`src/design/fprint_defs.svh`:
```
`ifndef FPRINT_DEFS_SVH
`define FPRINT_DEFS_SVH

// width of one processor write word
`define FP_DATA_W 32

// crc-32 generator polynomial
// bits are folded msb first and never reflected
`define FP_CRC_POLY 32'h04C11DB7

// every block starts its crc from all ones
`define FP_CRC_SEED 32'hFFFF_FFFF

// words per full block
// any value from 2 up to 256 is fine for the counter below
`define FP_BLOCK_WORDS 8

// block counter width
// must hold FP_BLOCK_WORDS minus one
`define FP_COUNT_W 8

`endif

```
`src/design/fprint_pkg.sv`:
```
`include "fprint_defs.svh"

package fprint_pkg;

	// one word from the processor write bus
	typedef logic [`FP_DATA_W-1:0] word_t;

	// running crc and published fingerprint share this type
	typedef logic [31:0] crc_t;

	// number of words absorbed in the open block
	typedef logic [`FP_COUNT_W-1:0] count_t;

	// fingerprint controller states
	// st_init        waiting for the first word of a block, or paused
	// st_first_write the first word of a block was just taken
	// st_write       a later word of the block was just taken
	// st_idle        block open with no write on the last cycle
	// st_block_done  a full block was just published
	// st_task_done   a partial block was just published
	typedef enum logic [2:0] {
		st_init        = 3'd0,
		st_first_write = 3'd1,
		st_write       = 3'd2,
		st_idle        = 3'd3,
		st_block_done  = 3'd4,
		st_task_done   = 3'd5
	} fp_state_t;

endpackage

```
`src/design/fprint_ctrl_if.sv`:
```
`timescale 1ns/1ps

interface fprint_ctrl_if import fprint_pkg::*; ();

	// absorb the word on the write bus this cycle
	logic en_fcs;
	// 1 folds into the running crc
	// 0 folds into the seed and opens a new block
	logic sel;
	// close the open block and publish its crc
	logic crc_ready;
	// words absorbed so far in the open block
	count_t count;
	// the word taken this cycle is the last of its block
	logic count_max;

	// controller side
	// drives the strobes and watches the block fill level
	modport fsm (
		output en_fcs,
		output sel,
		output crc_ready,
		input  count,
		input  count_max
	);

	// word counter side
	modport counter (
		input  en_fcs,
		input  crc_ready,
		output count,
		output count_max
	);

	// crc accumulator side only listens
	modport crc (
		input en_fcs,
		input sel,
		input crc_ready
	);

endinterface

```
`src/design/fprint_ctrl_fsm.sv`:
```
`timescale 1ns/1ps

module fprint_ctrl_fsm import fprint_pkg::*; (
	input  logic   clk,
	input  logic   rst,
	input  logic   wrte,
	input  logic   en_fprint,
	input  logic   pause,
	input  logic   resume,
	fprint_ctrl_if.fsm ctrl,
	output logic   busy
);

	fp_state_t state_q;
	fp_state_t state_d;

	// set by pause and held until a resume arrives
	logic paused_q;

	// controller is free to act this cycle
	logic active;
	// a write is taken into the fingerprint
	logic accept;
	// words are pending in the open block
	logic count_nz;
	// block already holds at least one word
	logic cont_block;
	// en_fprint dropped with a partial block pending
	logic close_part;

	// a pause level over an edge always wins
	// a pending pause also blocks writes until resume clears it
	assign active = !pause && !paused_q;

	assign accept = active && wrte && en_fprint;

	assign count_nz = (ctrl.count != '0);

	// these states only follow a word of a still open block
	assign cont_block = (state_q == st_first_write) ||
		(state_q == st_write) ||
		(state_q == st_idle);

	// partial close never sees an accepted word
	// since en_fprint is low in that cycle
	assign close_part = active && !en_fprint && count_nz;

	// strobes to the counter and the crc unit
	assign ctrl.en_fcs = accept;

	// the first word after init or after any close starts from the seed
	assign ctrl.sel = cont_block;

	// count_max is already qualified by en_fcs in the counter
	assign ctrl.crc_ready = ctrl.count_max || close_part;

	// busy covers pending words and the write states themselves
	assign busy = count_nz ||
		(state_q == st_first_write) ||
		(state_q == st_write);

	// next state
	always_comb begin
		state_d = state_q;
		if (pause) begin
			// suspend without touching count or crc
			state_d = st_init;
		end else if (paused_q) begin
			// back into the open block, or a clean start
			if (resume && count_nz) begin
				state_d = st_idle;
			end else begin
				state_d = st_init;
			end
		end else if (ctrl.count_max) begin
			state_d = st_block_done;
		end else if (close_part) begin
			state_d = st_task_done;
		end else if (accept) begin
			// a continued block moves on to st_write
			if (cont_block) begin
				state_d = st_write;
			end else begin
				state_d = st_first_write;
			end
		end else begin
			case (state_q)
				st_first_write,
				st_write: begin
					// gap between writes with the block still open
					state_d = st_idle;
				end
				st_block_done,
				st_task_done: begin
					// nothing pending after a close
					state_d = st_init;
				end
				default: begin
					state_d = state_q;
				end
			endcase
		end
	end

	always_ff @(posedge clk or posedge rst) begin
		if (rst) begin
			state_q <= st_init;
		end else begin
			state_q <= state_d;
		end
	end

	// pause flag
	// resume only clears it once pause itself is low
	always_ff @(posedge clk or posedge rst) begin
		if (rst) begin
			paused_q <= 1'b0;
		end else if (pause) begin
			paused_q <= 1'b1;
		end else if (resume) begin
			paused_q <= 1'b0;
		end
	end

endmodule

```
`src/design/block_counter.sv`:
```
`timescale 1ns/1ps
`include "fprint_defs.svh"

module block_counter import fprint_pkg::*; (
	input  logic clk,
	input  logic rst,
	fprint_ctrl_if.counter ctrl
);

	// index of the last word in a full block
	localparam count_t LAST_IDX = count_t'(`FP_BLOCK_WORDS - 1);

	count_t count_q;

	// words already taken in this block
	assign ctrl.count = count_q;

	// last word flag
	// only raised while a word is really being absorbed
	assign ctrl.count_max = ctrl.en_fcs && (count_q == LAST_IDX);

	// close has priority
	// the word that fills the block is counted by the wrap itself
	always_ff @(posedge clk or posedge rst) begin
		if (rst) begin
			count_q <= '0;
		end else if (ctrl.crc_ready) begin
			count_q <= '0;
		end else if (ctrl.en_fcs) begin
			count_q <= count_q + count_t'(1);
		end
	end

endmodule

```
`src/design/crc_block_unit.sv`:
```
`timescale 1ns/1ps
`include "fprint_defs.svh"

module crc_block_unit import fprint_pkg::*; (
	input  logic  clk,
	input  logic  rst,
	input  word_t wr_data,
	fprint_ctrl_if.crc ctrl,
	output logic  fp_valid,
	output crc_t  fingerprint
);

	localparam crc_t CRC_SEED = `FP_CRC_SEED;
	localparam crc_t CRC_POLY = `FP_CRC_POLY;

	// running crc of the open block
	crc_t crc_q;
	// starting point for this cycle's word
	crc_t crc_base;
	// running crc after this cycle
	crc_t crc_next;

	// fold one whole word into a crc
	// one shift and conditional xor per data bit, msb first
	function automatic crc_t crc_fold(input crc_t crc_in, input word_t data);
		crc_t c;
		logic fb;
		c = crc_in;
		for (int i = `FP_DATA_W - 1; i >= 0; i--) begin
			fb = c[31] ^ data[i];
			c = {c[30:0], 1'b0};
			if (fb) begin
				c = c ^ CRC_POLY;
			end
		end
		return c;
	endfunction

	// sel low restarts from the seed on the first word of a block
	assign crc_base = ctrl.sel ? crc_q : CRC_SEED;

	// no word this cycle leaves the running value as it is
	// a partial close then publishes it unchanged
	assign crc_next = ctrl.en_fcs ? crc_fold(crc_base, wr_data) : crc_q;

	// running crc
	// back to the seed on every close
	always_ff @(posedge clk or posedge rst) begin
		if (rst) begin
			crc_q <= CRC_SEED;
		end else if (ctrl.crc_ready) begin
			crc_q <= CRC_SEED;
		end else if (ctrl.en_fcs) begin
			crc_q <= crc_next;
		end
	end

	// one cycle strobe after the closing edge
	always_ff @(posedge clk or posedge rst) begin
		if (rst) begin
			fp_valid <= 1'b0;
		end else begin
			fp_valid <= ctrl.crc_ready;
		end
	end

	// published value stays put until the next close
	always_ff @(posedge clk) begin
		if (ctrl.crc_ready) begin
			fingerprint <= crc_next;
		end
	end

endmodule

```
`src/design/fprint_top.sv`:
```
`timescale 1ns/1ps

module fprint_top import fprint_pkg::*; (
	input  logic  clk,
	input  logic  rst,
	// processor write strobe and data
	input  logic  wrte,
	input  word_t wr_data,
	// fingerprinting enable level
	input  logic  en_fprint,
	// suspend and return to the open block
	input  logic  pause,
	input  logic  resume,
	// one cycle pulse with a new fingerprint
	output logic  fp_valid,
	output crc_t  fingerprint,
	// words pending or a write in progress
	output logic  busy
);

	// control strobes shared by the three blocks
	fprint_ctrl_if ctrl_if ();

	// decides acceptance, seed restart and block close
	fprint_ctrl_fsm i_fsm (
		.clk       (clk),
		.rst       (rst),
		.wrte      (wrte),
		.en_fprint (en_fprint),
		.pause     (pause),
		.resume    (resume),
		.ctrl      (ctrl_if.fsm),
		.busy      (busy)
	);

	// fill level of the open block
	block_counter i_counter (
		.clk  (clk),
		.rst  (rst),
		.ctrl (ctrl_if.counter)
	);

	// crc accumulator and fingerprint register
	crc_block_unit i_crc (
		.clk         (clk),
		.rst         (rst),
		.wr_data     (wr_data),
		.ctrl        (ctrl_if.crc),
		.fp_valid    (fp_valid),
		.fingerprint (fingerprint)
	);

endmodule

```
`config.mk`:
```
export PLATFORM = sky130hd
export DESIGN_NAME = fprint_top
export DESIGN_NICKNAME = d
export VERILOG_FILES = /design/src/design/fprint_pkg.sv /design/src/design/fprint_ctrl_if.sv /design/src/design/fprint_ctrl_fsm.sv /design/src/design/block_counter.sv /design/src/design/crc_block_unit.sv /design/src/design/fprint_top.sv
export VERILOG_INCLUDE_DIRS = /design/src /design/src/design
export SDC_FILE = /design/constraint.sdc
export NUM_CORES = 1
export LEC_CHECK = 0
export ABC_CLOCK_PERIOD_IN_PS = 9200
export BUFFER_PORTS_ARGS = -buffer_cell sky130_fd_sc_hd__buf_2
export CAP_MARGIN = 40
export CORE_ASPECT_RATIO = 2
export CORE_UTILIZATION = 38
export DETAILED_ROUTE_END_ITERATION = 10
export PLACE_DENSITY = 0.53
export SLEW_MARGIN = 10
export SYNTH_ARGS = -nofsm -noshare
export SYNTH_HDL_FRONTEND = slang
export SYNTH_HIERARCHICAL = 1
export SYNTH_SLANG_ARGS = --single-unit
export TNS_END_PERCENT = 1
```
`constraint.sdc`:
```
create_clock -name clk -period 9.2 [get_ports clk]
set_input_delay 0 -clock clk [delete_from_list [all_inputs] [get_ports clk]]
set_output_delay 0 -clock clk [all_outputs]
set_load 0.01 [all_outputs]
```
==> impl_metrics.yaml <==
sta:
  worst_pin_slew_ns: 0.873
  finalHoldViolCount: 0
  timing.fmax_mhz: 182
  skew_ns: 0.00847
  setup_viol: 0
  post-route-period-util_pct: 59.7
  rsz0062_at_grt: "no"
  finalMaxSlewViolations: 0
  slew_headroom_pct: 41.3
  fin_crit_ns: 5.49
  fin_setup_tns_ns: 0
setup_path:
  critical-path-max-stage-delay_ns: 0.66
  critPathMaxFanout: 38
  start_kind: "flip-flop"
  cp.buffers_inverters: 1
  crit_type: "flip-flop to flip-flop"
  arrival_ns: 5.57
  worstPathCellList: "o21ba_2 > buf_4 > nand2_1 > xor2_1 > xnor3_1 > xor2_2 > xor2_2 > xor2_2 > xnor3_1 > xor2_1 > xor2_1 > o21ai_0"
  cp-end-kind: "flip-flop"
  slowest_stage: "xnor3_1"
  crit_required_ns: 9.28
  path_delay_family: "XOR/XNOR gates"
logic_synthesis:
  ys_warn_count: 6
  async_flop_share_pct: 58.4
  yosysSeqAreaShare_pct: 30.6
  synth_seq_cells: 77
  synth_edf_count: 32
  synth.avg_cell_area_sq_um: 11.9
  synth_ff_type: "edfxtp_1"
  synth_common_cells: "xnor2_1, xor2_1, xnor3_1"
  synth_cell_types: 50
  synth_top_area_share_pct: 20.1
  yosysTopAreaCell: "xnor2_1"
  synth_area_leaders: "xnor2_1, xnor3_1, edfxtp_1"
  syn-cell-area_sq_mm: 0.00696
  synth_most_common_cell: "xnor2_1"
  syn_inst: 586
  syn_nets: 626
run:
  drv_cap: 0
cts:
  cts_tree: "built"
  clockBufferDepth: 2
  clk_pin_slew_ns: 0.06
  cts_resized: 0
  cts-root-buf: "clkbuf_16"
  cts_max_level: 3
  clk_latency_ns: 0.35
  numCtsBuffers: 9
  cts.sink_count: 77
  cts_setup_buffers: 0
place:
  dpl.hpwl_mm: 16.1
  gp_congestion: 0.898
  port_buffers: 71
detailed_routing:
  ant_nets: 0
  post_drt_wl_per_cell_um: 22.7
  avgViaCountPerCell: 4.92
  drcViolationCount: 2
  finalWirelength_mm: 19.8
  vias: 4283
  drt_iter0_markers: 178
  firstDrtPassIters: 7
grt:
  first_global_vias: 4754
  grt_overflow: 0
  grt_pass1_wl_mm: 30.1
  grt_antenna_before_repair: 0
  grt_use_total_pct: 22.1
  grt_start_max_net_pins: 71
finish:
  nets: 693
  drive_gt1_share_pct: 26.3
  area_delta_synth_final_pct: 13.1
  fillerInstances: 1741
  diodes: 0
hold_path:
  hp-class: "input port to asynchronous set/reset pin"
die:
  die_h_um: 193
  start_util_pct: 38.9
  row_count: 69
  die-area_sq_mm: 0.0189
  chipWidth_um: 97.7
  core_area_sq_mm: 0.0179
  io_pins: 72
run_status:
  status: "finished with violations"
  violations: "DRC"
## final cells by class
cell class	instances	area, sq um	area share (%)
tap	213	267	3.39
clock inverter	7	80.1	1.02
sequential	77	2130	27.0
multi-input combinational	477	4690	59.6
clock buffer	9	225	2.86
timing repair buffer	80	450	5.73
inverter	8	30.0	0.382
## logic make-up after synthesis
family | Yosys count | synth area share (%)
flops | 77 | 30.6
fa+ha+maj | 2 | 0.360
buf+inv | 32 | 2.03
mux | 9 | 1.47
simple gates | 112 | 8.96
compound gates | 54 | 5.34
xor+xnor | 300 | 51.3
## metal layers
layer  global-route usage, %  vias up  wire length (um)
met3                    2.02       31               365
li1                        -     2080                 -
met5                       0        -                 0
met4                    10.5        0               803
met2                    44.9       81             12000
met1                    21.6     2091              6650
## sequential cells by signal (all words and copies together) (netlist names)
register	flops
i_fsm/paused_q	1
i_crc/fp_valid	1
i_crc/fingerprint	32
i_fsm/state_q	3
i_counter/ctrl.count	8
i_crc/crc_q	32
## metrics by stage
| stage | worst slack [ns] | std cells | area, sq um | util [%] | hold slack, ns |
|---|---|---|---|---|---|
| finish | 3.71 | 871 | 7870 | 44.0 | 0.0992 |
| global route | 3.50 | 871 | 7870 | 44.0 | 0.125 |
| detailed placement | 3.70 | 852 | 7530 | 42.1 | -0.0812 |
| global placement | 3.66 | 851 | 7500 | 42.0 | -0.0844 |
| floorplan | 4.89 | 586 | 6960 | - | -0.234 |
| CTS | 3.68 | 871 | 7870 | 44.0 | 0.0907 |
## what timing repair did
| action | in CTS | in global routing |
|---|---|---|
| hold endpoints to repair | 15 | 0 |
| hold buffers | 3 | 0 |
| setup endpoints to repair | 0 | 0 |
## path summary, 6_finish.rpt
kind                                         startpoint                             end  slack [ns]  cells past startpoint
setup / recovery           i_fsm/state_q[2]$_DFFE_PP0P_  i_crc/fingerprint[8]$_DFFE_PP_        3.71                     12
hold / removal                                      rst    i_fsm/state_q[1]$_DFFE_PP0P_         0.1                      3
setup reg to reg           i_fsm/state_q[2]$_DFFE_PP0P_  i_crc/fingerprint[8]$_DFFE_PP_        3.71                     12
hold reg to reg             i_crc/crc_q[16]$_DFFE_PP1P_     i_crc/crc_q[16]$_DFFE_PP1P_        0.53                      2
max in group asynchronous                           rst      i_crc/crc_q[6]$_DFFE_PP1P_        8.54                      4
min in group clk                                 resume    i_fsm/state_q[0]$_DFFE_PP0P_        0.14                      5
## worst reg2reg max path, delay by kind of cell, from the launching register on
kind                   cells  cell delay [ns]
buffers and inverters      1             0.37
XOR/XNOR                   8             3.81
flip-flops                 1             0.41
AND/OR/NAND/NOR            1             0.24
AO/OA/AOI/OAI              2             0.39
## cell usage in the layout, fill, tap and decap left out, types with 4 or more instances in the layout
| master | instances |
|---|---|
| a211o_1 | 6 |
| a21o_1 | 8 |
| a21oi_1 | 20 |
| buf_2 | 71 |
| buf_4 | 5 |
| clkbuf_16 | 9 |
| dfrtp_1 | 13 |
| dfstp_2 | 32 |
| edfxtp_1 | 32 |
| inv_1 | 7 |
| mux2_2 | 6 |
| nand2_1 | 23 |
| nand2b_1 | 23 |
| nor2_1 | 26 |
| nor2b_1 | 17 |
| o21ai_0 | 5 |
| xnor2_1 | 160 |
| xnor2_2 | 17 |
| xnor3_1 | 43 |
| xnor3_2 | 5 |
| xor2_1 | 64 |
| xor2_2 | 4 |
| xor3_1 | 4 |
Power is left out: the tool's default activity adds up to more than one toggle a clock period on the data nets, which glitch-free logic cannot reach.
